## src/hw/flow_pkg.sv

```systemverilog
// Shared widths, window map and types. Sized for 4 threads, 2 branches and a 10-bit PC
package flow_pkg;

    // ------------------------------
    // Threads and fetch pipeline
    // ------------------------------

    // Barrel threads, one issue slot each per round
    localparam int THREAD_COUNT = 4;
    localparam int THREAD_WIDTH = 2;
    // PC issue to fetch-aligned evaluation, must be THREAD_COUNT - 1
    localparam int FETCH_DEPTH  = 3;

    // Datapath widths
    localparam int PC_WIDTH     = 10;
    localparam int WORD_WIDTH   = 32;
    localparam int ADDR_WIDTH   = 10;
    localparam int FLAGS_WIDTH  = 4;

    // ------------------------------
    // Branch config window
    // ------------------------------

    localparam int BRANCH_COUNT          = 2;
    localparam int BRANCH_WIDTH          = $clog2(BRANCH_COUNT);
    // Words per branch, consecutive in the window
    localparam int BRANCH_CONFIG_ENTRIES = 4;
    localparam int FIELD_WIDTH           = $clog2(BRANCH_CONFIG_ENTRIES);

    // Window bounds, bound is inclusive
    localparam logic [ADDR_WIDTH-1:0] CONFIG_ADDR_BASE  = 10'h200;
    localparam logic [ADDR_WIDTH-1:0] CONFIG_ADDR_BOUND =
        CONFIG_ADDR_BASE + ADDR_WIDTH'(BRANCH_COUNT * BRANCH_CONFIG_ENTRIES) - 1'b1;

    // Field offsets within one branch
    localparam logic [FIELD_WIDTH-1:0] FIELD_ORIGIN      = 2'd0;
    localparam logic [FIELD_WIDTH-1:0] FIELD_DESTINATION = 2'd1;
    localparam logic [FIELD_WIDTH-1:0] FIELD_CONDITION   = 2'd2;
    // Cancel flag sits in bit 0 of this word
    localparam logic [FIELD_WIDTH-1:0] FIELD_CANCEL      = 2'd3;

    // Start PC per thread, entry 0 is thread 0
    localparam logic [THREAD_COUNT-1:0][PC_WIDTH-1:0] THREAD_START_PC =
        {10'd192, 10'd128, 10'd64, 10'd0};

    // ------------------------------
    // Types
    // ------------------------------

    typedef enum logic [2:0] {
        COND_NEVER    = 3'd0,
        COND_ALWAYS   = 3'd1,
        COND_ZERO     = 3'd2,
        COND_NONZERO  = 3'd3,
        COND_NEGATIVE = 3'd4,
        COND_POSITIVE = 3'd5,
        COND_FLAG     = 3'd6
    } branch_cond_e;

    // Low bits of a condition word, op above flag_sel
    typedef struct packed {
        branch_cond_e op;
        logic [1:0]   flag_sel;
    } branch_cond_t;

    localparam int COND_BITS = $bits(branch_cond_t);

    // Decoded config write, broadcast to every branch unit
    typedef struct packed {
        logic                    wren;
        logic [BRANCH_WIDTH-1:0] branch;
        logic [FIELD_WIDTH-1:0]  field;
        logic [WORD_WIDTH-1:0]   data;
    } config_write_t;

    // One branch decision
    typedef struct packed {
        logic                jump;
        logic                cancel;
        logic [PC_WIDTH-1:0] destination;
    } branch_result_t;

endpackage

```

## src/hw/branch_arbiter.sv

```systemverilog
// Combinational priority pick. Index 0 wins, outputs are all zero when no branch fires
module branch_arbiter
    import flow_pkg::*;
(
    input  branch_result_t results [BRANCH_COUNT],
    output branch_result_t chosen
);

    // ------------------------------
    // LSB-first selection
    // ------------------------------

    logic any_jump;

    // Walk down from the top so the lowest firing index is the last write
    always_comb begin
        chosen = '0;
        for (int i = BRANCH_COUNT - 1; i >= 0; i--) begin
            if (results[i].jump) begin
                chosen = results[i];
            end
        end
    end

    // Plain OR of every unit's jump, kept apart from the selection walk
    always_comb begin
        any_jump = 1'b0;
        for (int i = 0; i < BRANCH_COUNT; i++) begin
            any_jump = any_jump | results[i].jump;
        end
    end

    // Some unit firing must always reach the controller
    always_comb begin
        jump_reaches_out: assert final (chosen.jump == any_jump)
            else $error("arbiter lost or invented a jump");
    end

endmodule

```

## src/hw/branch_unit.sv

```systemverilog
// One branch. Settings are indexed by the aligned thread, so writes and reads share that thread
module branch_unit
    import flow_pkg::*;
(
    input  logic                    clock,
    input  logic                    rst_n,
    input  config_write_t           cfg_write,
    input  logic [BRANCH_WIDTH-1:0] branch_index,
    input  logic [THREAD_WIDTH-1:0] thread,
    input  logic [PC_WIDTH-1:0]     pc_current,
    input  logic                    ior,
    input  logic                    ior_previous,
    input  logic [FLAGS_WIDTH-1:0]  flags_previous,
    input  logic [WORD_WIDTH-1:0]   r_previous,
    output branch_result_t          result
);

    // ------------------------------
    // Per-thread settings
    // ------------------------------

    logic [PC_WIDTH-1:0]     origin_q      [THREAD_COUNT];
    logic [PC_WIDTH-1:0]     destination_q [THREAD_COUNT];
    branch_cond_t            cond_q        [THREAD_COUNT];
    logic [THREAD_COUNT-1:0] cancel_flag_q;

    logic write_hit;

    // Window write aimed at this unit
    assign write_hit = cfg_write.wren && (cfg_write.branch == branch_index);

    // Origin, destination and cancel flag
    // Cancel flag only matters once a condition can fire
    always_ff @(posedge clock) begin
        if (write_hit) begin
            case (cfg_write.field)
                FIELD_ORIGIN: begin
                    origin_q[thread] <= cfg_write.data[PC_WIDTH-1:0];
                end
                FIELD_DESTINATION: begin
                    destination_q[thread] <= cfg_write.data[PC_WIDTH-1:0];
                end
                FIELD_CANCEL: begin
                    cancel_flag_q[thread] <= cfg_write.data[0];
                end
                // Condition word lives in the reset block below
                default: begin
                end
            endcase
        end
    end

    // Conditions come out of reset as COND_NEVER so nothing fires
    always_ff @(posedge clock or negedge rst_n) begin
        if (!rst_n) begin
            for (int t = 0; t < THREAD_COUNT; t++) begin
                cond_q[t] <= '{op: COND_NEVER, flag_sel: '0};
            end
        end else if (write_hit && (cfg_write.field == FIELD_CONDITION)) begin
            // Upper bits of the word are ignored
            cond_q[thread] <= branch_cond_t'(cfg_write.data[COND_BITS-1:0]);
        end
    end

    // ------------------------------
    // Evaluation
    // ------------------------------

    branch_cond_t        cond;
    logic [PC_WIDTH-1:0] origin;
    logic                at_origin;
    logic                r_zero;
    logic                r_negative;
    logic                cond_true;
    logic                jump;

    // Settings of the thread now in the aligned slot
    assign cond       = cond_q[thread];
    assign origin     = origin_q[thread];
    assign at_origin  = (pc_current == origin);

    // Status of the previous result
    assign r_zero     = (r_previous == '0);
    assign r_negative = r_previous[WORD_WIDTH-1];

    always_comb begin
        cond_true = 1'b0;
        case (cond.op)
            COND_NEVER:    cond_true = 1'b0;
            // Unconditional, independent of the previous instruction
            COND_ALWAYS:   cond_true = 1'b1;
            // The rest look at the previous result, valid only if it completed
            COND_ZERO:     cond_true = ior_previous && r_zero;
            COND_NONZERO:  cond_true = ior_previous && !r_zero;
            COND_NEGATIVE: cond_true = ior_previous && r_negative;
            COND_POSITIVE: cond_true = ior_previous && !r_negative && !r_zero;
            COND_FLAG:     cond_true = ior_previous && flags_previous[cond.flag_sel];
            // Unused encoding never fires
            default:       cond_true = 1'b0;
        endcase
    end

    // Not-ready instructions replay and must not branch
    assign jump = ior && at_origin && cond_true;

    assign result.jump        = jump;
    assign result.cancel      = jump && cancel_flag_q[thread];
    assign result.destination = destination_q[thread];

    // Annulling without taking the branch would drop the fall-through
    cancel_needs_jump: assert property (
        @(posedge clock) disable iff (!rst_n)
        result.cancel |-> result.jump
    ) else $error("branch %0d cancels without a jump", branch_index);

endmodule

```

## src/hw/config_decoder.sv

```systemverilog
// Purely combinational. Window base must be aligned to the branch stride for the offset split
module config_decoder
    import flow_pkg::*;
(
    input  logic                  ior_previous,
    input  logic                  cancel_current,
    input  logic [ADDR_WIDTH-1:0] config_addr,
    input  logic [WORD_WIDTH-1:0] config_data,
    output config_write_t         cfg_write
);

    // ------------------------------
    // Window hit and translation
    // ------------------------------

    logic                  write_ok;
    logic                  in_window;
    logic [ADDR_WIDTH-1:0] offset;

    // Writer must have completed its I/O and not been annulled
    assign write_ok = ior_previous && !cancel_current;

    // Bound is inclusive
    assign in_window = (config_addr >= CONFIG_ADDR_BASE) &&
                       (config_addr <= CONFIG_ADDR_BOUND);

    // Zero-based offset into the window
    assign offset = config_addr - CONFIG_ADDR_BASE;

    // ------------------------------
    // Split into branch and field
    // ------------------------------

    assign cfg_write.wren   = write_ok && in_window;
    // Low bits pick the word, next bits pick the branch
    assign cfg_write.field  = offset[FIELD_WIDTH-1:0];
    assign cfg_write.branch = offset[FIELD_WIDTH +: BRANCH_WIDTH];
    // Data goes out unmodified, each unit slices its field
    assign cfg_write.data   = config_data;

    // Decoded index must name an existing unit whenever a write goes out
    always_comb begin
        wren_in_range: assert final (
            !cfg_write.wren ||
            ((config_addr - CONFIG_ADDR_BASE) < ADDR_WIDTH'(BRANCH_COUNT * BRANCH_CONFIG_ENTRIES)
             && int'(cfg_write.branch) < BRANCH_COUNT)
        ) else $error("config write outside branch window");
    end

endmodule

```

## src/hw/flow_control.sv

```systemverilog
// Top of the flow control. All inputs refer to the fetch-aligned instruction of the current thread
module flow_control
    import flow_pkg::*;
(
    input  logic                    clock,
    input  logic                    rst_n,
    input  logic                    ior,
    input  logic                    ior_previous,
    input  logic                    cancel_current,
    input  logic [FLAGS_WIDTH-1:0]  flags_previous,
    input  logic [WORD_WIDTH-1:0]   r_previous,
    input  logic [ADDR_WIDTH-1:0]   config_addr,
    input  logic [WORD_WIDTH-1:0]   config_data,
    output logic                    cancel,
    output logic [PC_WIDTH-1:0]     pc,
    output logic [THREAD_WIDTH-1:0] thread
);

    config_write_t       cfg_write;
    branch_result_t      results [BRANCH_COUNT];
    branch_result_t      chosen;
    logic [PC_WIDTH-1:0] pc_current;

    // ------------------------------
    // Config window decode
    // ------------------------------

    config_decoder u_config_decoder (
        .ior_previous   (ior_previous),
        .cancel_current (cancel_current),
        .config_addr    (config_addr),
        .config_data    (config_data),
        .cfg_write      (cfg_write)
    );

    // ------------------------------
    // Parallel branch units
    // ------------------------------

    // Each unit owns BRANCH_CONFIG_ENTRIES consecutive window words
    for (genvar i = 0; i < BRANCH_COUNT; i++) begin : gen_branch
        branch_unit u_branch_unit (
            .clock          (clock),
            .rst_n          (rst_n),
            .cfg_write      (cfg_write),
            .branch_index   (BRANCH_WIDTH'(i)),
            .thread         (thread),
            .pc_current     (pc_current),
            .ior            (ior),
            .ior_previous   (ior_previous),
            .flags_previous (flags_previous),
            .r_previous     (r_previous),
            .result         (results[i])
        );
    end

    // ------------------------------
    // Arbitration and PC issue
    // ------------------------------

    branch_arbiter u_branch_arbiter (
        .results (results),
        .chosen  (chosen)
    );

    // Annul comes straight from the winner, same cycle
    assign cancel = chosen.cancel;

    pc_controller u_pc_controller (
        .clock      (clock),
        .rst_n      (rst_n),
        .chosen     (chosen),
        .ior        (ior),
        .pc         (pc),
        .pc_current (pc_current),
        .thread     (thread)
    );

endmodule

```

## src/hw/pc_controller.sv

```systemverilog
// PC ring of THREAD_COUNT slots. No stall input, a not-ready instruction just re-issues its PC
module pc_controller
    import flow_pkg::*;
(
    input  logic                    clock,
    input  logic                    rst_n,
    input  branch_result_t          chosen,
    input  logic                    ior,
    output logic [PC_WIDTH-1:0]     pc,
    output logic [PC_WIDTH-1:0]     pc_current,
    output logic [THREAD_WIDTH-1:0] thread
);

    // Ring only closes when fetch latency fills the other slots
    if (THREAD_COUNT != FETCH_DEPTH + 1) begin : gen_ring_check
        $error("THREAD_COUNT must equal FETCH_DEPTH + 1");
    end

    // ------------------------------
    // Next PC choice
    // ------------------------------

    logic [PC_WIDTH-1:0] pc_next;

    always_comb begin
        if (chosen.jump) begin
            // Taken branch
            pc_next = chosen.destination;
        end else if (ior) begin
            // Fall through, wraps at the top of the PC range
            pc_next = pc_current + PC_WIDTH'(1);
        end else begin
            // I/O not ready, replay same instruction
            pc_next = pc_current;
        end
    end

    // ------------------------------
    // PC ring and fetch delay line
    // ------------------------------

    // fetch_pipe[0] is newest, last stage is the aligned PC
    logic [PC_WIDTH-1:0] fetch_pipe [FETCH_DEPTH];

    // Reset fills the ring backwards from the aligned slot
    // Aligned stage holds thread 0, pc holds the last thread
    always_ff @(posedge clock or negedge rst_n) begin
        if (!rst_n) begin
            pc <= THREAD_START_PC[THREAD_COUNT-1];
            for (int s = 0; s < FETCH_DEPTH; s++) begin
                fetch_pipe[s] <= THREAD_START_PC[FETCH_DEPTH-1-s];
            end
        end else begin
            // Decision for the aligned thread lands in its next issue slot
            pc            <= pc_next;
            fetch_pipe[0] <= pc;
            for (int s = 1; s < FETCH_DEPTH; s++) begin
                fetch_pipe[s] <= fetch_pipe[s-1];
            end
        end
    end

    assign pc_current = fetch_pipe[FETCH_DEPTH-1];

    // ------------------------------
    // Thread counter
    // ------------------------------

    // Names the thread of pc_current, strict round robin
    always_ff @(posedge clock or negedge rst_n) begin
        if (!rst_n) begin
            thread <= '0;
        end else if (thread == THREAD_WIDTH'(THREAD_COUNT - 1)) begin
            thread <= '0;
        end else begin
            thread <= thread + 1'b1;
        end
    end

endmodule

```

## config.mk

```make
export PLATFORM = sky130hd
export DESIGN_NAME = flow_control
export DESIGN_NICKNAME = d
export VERILOG_FILES = /design/src/hw/flow_pkg.sv /design/src/hw/branch_arbiter.sv /design/src/hw/branch_unit.sv /design/src/hw/config_decoder.sv /design/src/hw/flow_control.sv /design/src/hw/pc_controller.sv
export SDC_FILE = /design/constraint.sdc
export NUM_CORES = 1
export LEC_CHECK = 0
export BUFFER_PORTS_ARGS = -buffer_cell sky130_fd_sc_hd__clkbuf_2
export CAP_MARGIN = 25
export CORE_MARGIN = 2
export CORE_UTILIZATION = 56
export CTS_CLUSTER_SIZE = 30
export DETAILED_ROUTE_END_ITERATION = 6
export HOLD_SLACK_MARGIN = 0.02
export PLACE_DENSITY = 0.84
export RECOVER_POWER = 50
export SLEW_MARGIN = 5
export SYNTH_ARGS = -nofsm -noshare
export SYNTH_HDL_FRONTEND = slang
export SYNTH_HIERARCHICAL = 1
export SYNTH_SLANG_ARGS = --single-unit
```

## constraint.sdc

```tcl
create_clock -name clock -period 6.4 [get_ports clock]
set_input_delay 0.64 -clock clock [delete_from_list [all_inputs] [get_ports clock]]
set_output_delay 0.64 -clock clock [all_outputs]
set_load 0.02 [all_outputs]
```

* Word-level counts from Yosys, hierarchy flattened *
Memories as Yosys holds them, arrays and structs flattened.
Cells that the tools add are included.

operators by class
  equality and inequality tests = 18
  reductions and logical operators = 29
  $add $sub $neg = 3
  muxes and demuxes = 39
  order comparisons = 8
  bitwise gates (word level) = 2

operators by type and width
  cell                   number
  $bwmux 20              2
  $logic_not 32->1       1
  $mux 5                 5
  $mux 12                2
  $logic_and 1x1->1      22
  $bmux 5 s2             2
  $eq 10x10->1           2
  $mux 10                2
  $eq 3x3->1 const B     6
  $mux 1                 15
  $eq 3x2->1 const B     4
  $pmux 1 s6             2
  $add 10x1->10 const B  1
  $demux 5 s2            1
  $ge 10x10->1 const B   1
  $le 10x10->1 const B   1
  $lt 2x3->1 const B     3
  $bmux 1 s2             4
  $bwmux 4               2
  $eq 2x2->1 const B     3
  $eq 3x1->1 const B     2
  $reduce_and 2->1       2
  $ge 3x3->1 const B     1
  $logic_not 1->1        3
  10 further kinds       10

word-level totals
  output and inout bits = 13
  logic and storage cells = 126
  bits in registers = 90
  input bits = 83
  memories = 4
  RAM bits = 160

memory list
  name                                       words  bits a word  read ports  clocked after Yosys merged registers in  wr ports  line               RTL
  gen_branch[0].u_branch_unit.destination_q  4      10           1           0                                        1         branch_unit.sv:23  logic [PC_WIDTH-1:0] destination_q [THREAD_COUNT];
  gen_branch[0].u_branch_unit.origin_q       4      10           1           0                                        1         branch_unit.sv:22  logic [PC_WIDTH-1:0] origin_q [THREAD_COUNT];
  gen_branch[1].u_branch_unit.destination_q  4      10           1           0                                        1         branch_unit.sv:23
  gen_branch[1].u_branch_unit.origin_q       4      10           1           0                                        1         branch_unit.sv:22

* Longest topological paths before layout *
  word-level depth = 13
  depth in mapped cells = 14
  gate-level depth less buffers = 10

* Modules after synthesis *
Netlist, hierarchy kept.

by module, submodules not included
  module                                     area each (um^2)  cells an instance  instances  seq. area each (um^2)
  branch_unit (gen_branch[0].u_branch_unit)  4,385.5           241                1          3,022.9
  branch_unit (gen_branch[1].u_branch_unit)  4,375.4           239                1          3,022.9
  pc_controller                              1,473.9           105                1          1,056.0
  config_decoder                             286.5             38                 1          0.0
  branch_arbiter                             137.6             19                 1          0.0
  flow_control                               7.5               2                  1          0.0

* Worst setup path before layout *
Ideal clock, no wire load.

  kind = register -> output
  start = reg u_pc_controller.thread[0]
  end = out cancel
  stages on the path, launching flop included = 11
  arrival = 2.710 ns
  path slack = 3.050 ns
  cells stage by stage = dfrtp_1 buf_6 mux4_2 xor2_1 a2111oi_2 o2111a_1 nor3b_2 buf_4 nor2b_2 buf_6 a22o_1

on the way
  word-level cells in the longest chain between the ends = 12
  elaborated cells on any way between the ends = 43
  classes of those cells = eq/ne: 14; mux: 18; bitwise: 1; reduce/logical: 8; memory: 2

RTL lines
  element                                     line                  RTL
  start: declaration                          pc_controller.sv:11   output logic [THREAD_WIDTH-1:0] thread
  start signal: assignment                    pc_controller.sv:76   thread <= thread + 1'b1;
  $not 2->3 (not written as such)             branch_unit.sv:78     assign cond = cond_q[thread];
  $bmux 5 s2                                  branch_unit.sv:78
  $mux 5 (not written as such) (2 in series)  branch_unit.sv:78
  $bmux 1 s2                                  branch_unit.sv:97     COND_FLAG: cond_true = ior_previous && flags_previous[cond.flag_sel];
  $mux 1 (not written as such)                branch_unit.sv:97
  $logic_and 1x1->1                           branch_unit.sv:97
  $pmux 1 s6                                  branch_unit.sv:88     case (cond.op)
  $logic_and 1x1->1 (*)                       branch_unit.sv:104    assign jump = ior && at_origin && cond_true;
  net gen_branch[1].u_branch_unit.jump        branch_unit.sv:75     logic jump;
  $logic_and 1x1->1                           branch_unit.sv:107    assign result.cancel = jump && cancel_flag_q[thread];
  $mux 12 (*) (2 in series)                   branch_arbiter.sv:19  if (results[i].jump) begin
  end: declaration                            flow_control.sv:14    output logic cancel,

Mark *: on every way through the listed nets, which the timed path passes. The rest lies on a longest branch. The select of a mux whose other input is x is not followed.

==> out/qor.txt <==
post_cts resized = 0
ANT nets after route = 0
chip height = 140.9 microns
sw frac = 21.68%
detailed-placement wirelength estimate = 13.95 mm
Worst-Margin Slew = 2.161 ns
pwr dens = 293.0 nW/um^2
I/O pin total = 96
share of layout cells above drive strength 1 = 28.02%
initial antenna violation count = 0
die extent in x = 140.9 microns
CP required = 5.76 ns
Hold Path Class = reg -> reg
commonest non-fill, non-tap cells in the layout = 168 x edfxtp_1, 76 x dfrtp_1, 63 x clkbuf_2, 39 x mux4_2, 31 x nor2_1
synth warn = 6
row count = 50
combined flip-flop and latch cell area = 7109 sq um
first-pass iteration count of the detailed router = 5
port bufs = 73
most common cell after layout, fill and taps aside = edfxtp_1
RR Startpoint = u_pc_controller/thread[0]
cells after synthesis = 622
Initial Utilization = 56.52%
fin crit share = 76.69%
Vias = 5820
met1 usage in global routing = 28.75%
Worst Setup SP = u_pc_controller/thread[0]
CP arrival = 4.27 ns
crit path cell chain = buf_4 > mux4_2 > xnor2_1 > o2111ai_1 > a2111oi_2 > buf_4 > nor2b_2 > a22o_1 > clkbuf_2
slowest CP cell = dfrtp_4
M2 GR Usage = 38.02%
Psw = 744.5 uW
RSZ-0062 raised after global routing = false
r2r worst-path depth = 10
largest net degree at the start of global routing = 83
CP startpoint kind = flip-flop
CP Max Fanout = 46
final setup vio count = 0
Filler cells = 1231
Multi-input gate area = 3059 sq um
GR Util All Layers = 21.83%
worst skew pair latency = 0.51 ns
routed vias/inst = 6.211
CP dominant cell by count = buf_4
Clock Skew = 0.01035 ns
sequential power share = 53.8%
Core ar. = 18580 sq um
internal power = 2.690 mW
met3 Usage GRT = 2.887%
Final Max Tran Viols = 85
Post-Syn Nets = 707
Fmax = 0.2037 GHz
CP peak stage delay = 0.89 ns
clk sinks = 250
failing checks = max-capacitance violations, max-slew violations
Rel. slew slack = -44.05%
final setup TNS = 0 ns
status = complete, but fails checks
worst hold slack = 0.3492 ns
post-CTS setup buffer count = 0
Routed WL per cell = 22.80 microns
total CTS buffers = 24
DRC Markers = 0
Clock Pin Slew Worst Setup and Hold Paths = 0.06 ns
kind of critical path = reg -> out
routability cong. = 0.7964
GRT busiest layer = met2
first-pass GRT wire length = 33.27 mm
crit path capture = cancel
CTS root buffer = clkbuf_16
Gate power share = 5.5%
H-tree depth = 1
Hold-fix buffers, CTS = 0
minimum setup slack among reg-to-reg paths = 2.18 ns
CTS tree = built
Leakage = 4.298 nW
Initial DRC Count = 603
peak supply drop = 0.0001616 V
CP endpoint kind = output port
min cycle time layout = 4.908 ns
# Max-Cap Violations = 2
nets = 770
area of the die = 19860 sq um
vias in the first global route = 6071
Clock power frac = 40.7%
synthesis-to-layout area growth = 11.60%
Congestion Overflow GR = 0
ant diodes = 0
mean area per synthesized cell = 16.88 sq um
Routed WL = 21.36 mm
Cell Area, Synth = 10500 sq um
clk buf depth = 3
FF-to-FF End = u_pc_controller/pc[9]
Final Hold Vio Count = 0
[how the worst min path moves through the flow]
stage | cells past startpoint | slack, ns | end | startpoint
after floorplan | 0 | 0.33 | u_pc_controller/fetch_pipe[10] | u_pc_controller/fetch_pipe[20]
after global placement | 0 | 0.34 | u_pc_controller/fetch_pipe[13] | u_pc_controller/fetch_pipe[23]
after detailed placement | 0 | 0.33 | u_pc_controller/pc_current[8] | u_pc_controller/fetch_pipe[18]
after CTS | 1 | 0.34 | u_pc_controller/pc_current[1] | rst_n
after global routing | 0 | 0.35 | u_pc_controller/fetch_pipe[10] | u_pc_controller/fetch_pipe[20]
final | 0 | 0.35 | u_pc_controller/fetch_pipe[14] | u_pc_controller/fetch_pipe[24]
[stage by stage]
| stage | power, mW | cell area [sq um] | worst slack, ns | cells | utilization [%] |
|---|---|---|---|---|---|
| floorplan | 1.988 | 10500 | 3.050 | 622 | - |
| global route | 3.537 | 11720 | 1.242 | 937 | 63.08 |
| CTS | 3.457 | 11720 | 1.450 | 934 | 63.06 |
| detailed placement | 2.062 | 10900 | 1.987 | 890 | 58.69 |
| finish | 3.434 | 11720 | 1.492 | 937 | 63.08 |
| global placement | 2.048 | 10900 | 2.214 | 890 | 58.69 |
[sequential cells by signal, summed over array words and instances (netlist names)]
signal and cells:
gen_branch.u_branch_unit/cond_q 40, u_pc_controller/fetch_pipe 20, u_pc_controller/thread 2, gen_branch.u_branch_unit/origin_q 80, gen_branch.u_branch_unit/destination_q 80, u_pc_controller/pc_current 10, gen_branch.u_branch_unit/cancel_flag_q 8, u_pc_controller/pc 10
[power by group through the flow]
stage | sequential [mW] | combinational (mW) | clock (mW)
4_1_cts | 1.85 | 0.187 | 1.42
3_3_place_gp | 1.88 | 0.172 | 0
3_5_place_dp | 1.88 | 0.184 | 0
2_1_floorplan | 1.86 | 0.125 | 0
6_report | 1.85 | 0.187 | 1.40
5_1_grt | 1.85 | 0.203 | 1.48
[final cells by class]
type                       instances  share of cell area, %
clock buffer                      38                  6.640
clock inverter                     6                 0.2882
inverter                           8                 0.2562
multi-input combinational        319                  26.10
sequential                       250                  60.66
tap                              234                  2.498
timing repair buffer              82                  3.555
[worst max-delay path: cells and delay by family, from the launching register on]
family | cells | cell delay [ns]
AOI/OAI and AO/OA | 3 | 0.90
xor gates and xnor gates | 1 | 0.20
buffers and inverters | 3 | 0.97
DFF | 1 | 0.89
muxes | 1 | 0.59
and+or+nand+nor | 1 | 0.15
[metal layers]
metal,routed length [microns],vias up
met3,1604,35
met5,0,-
li1,-,2546
met1,8439,2948
met2,10810,291
met4,512,0
Note: power is estimated with default switching activity, not from simulation.
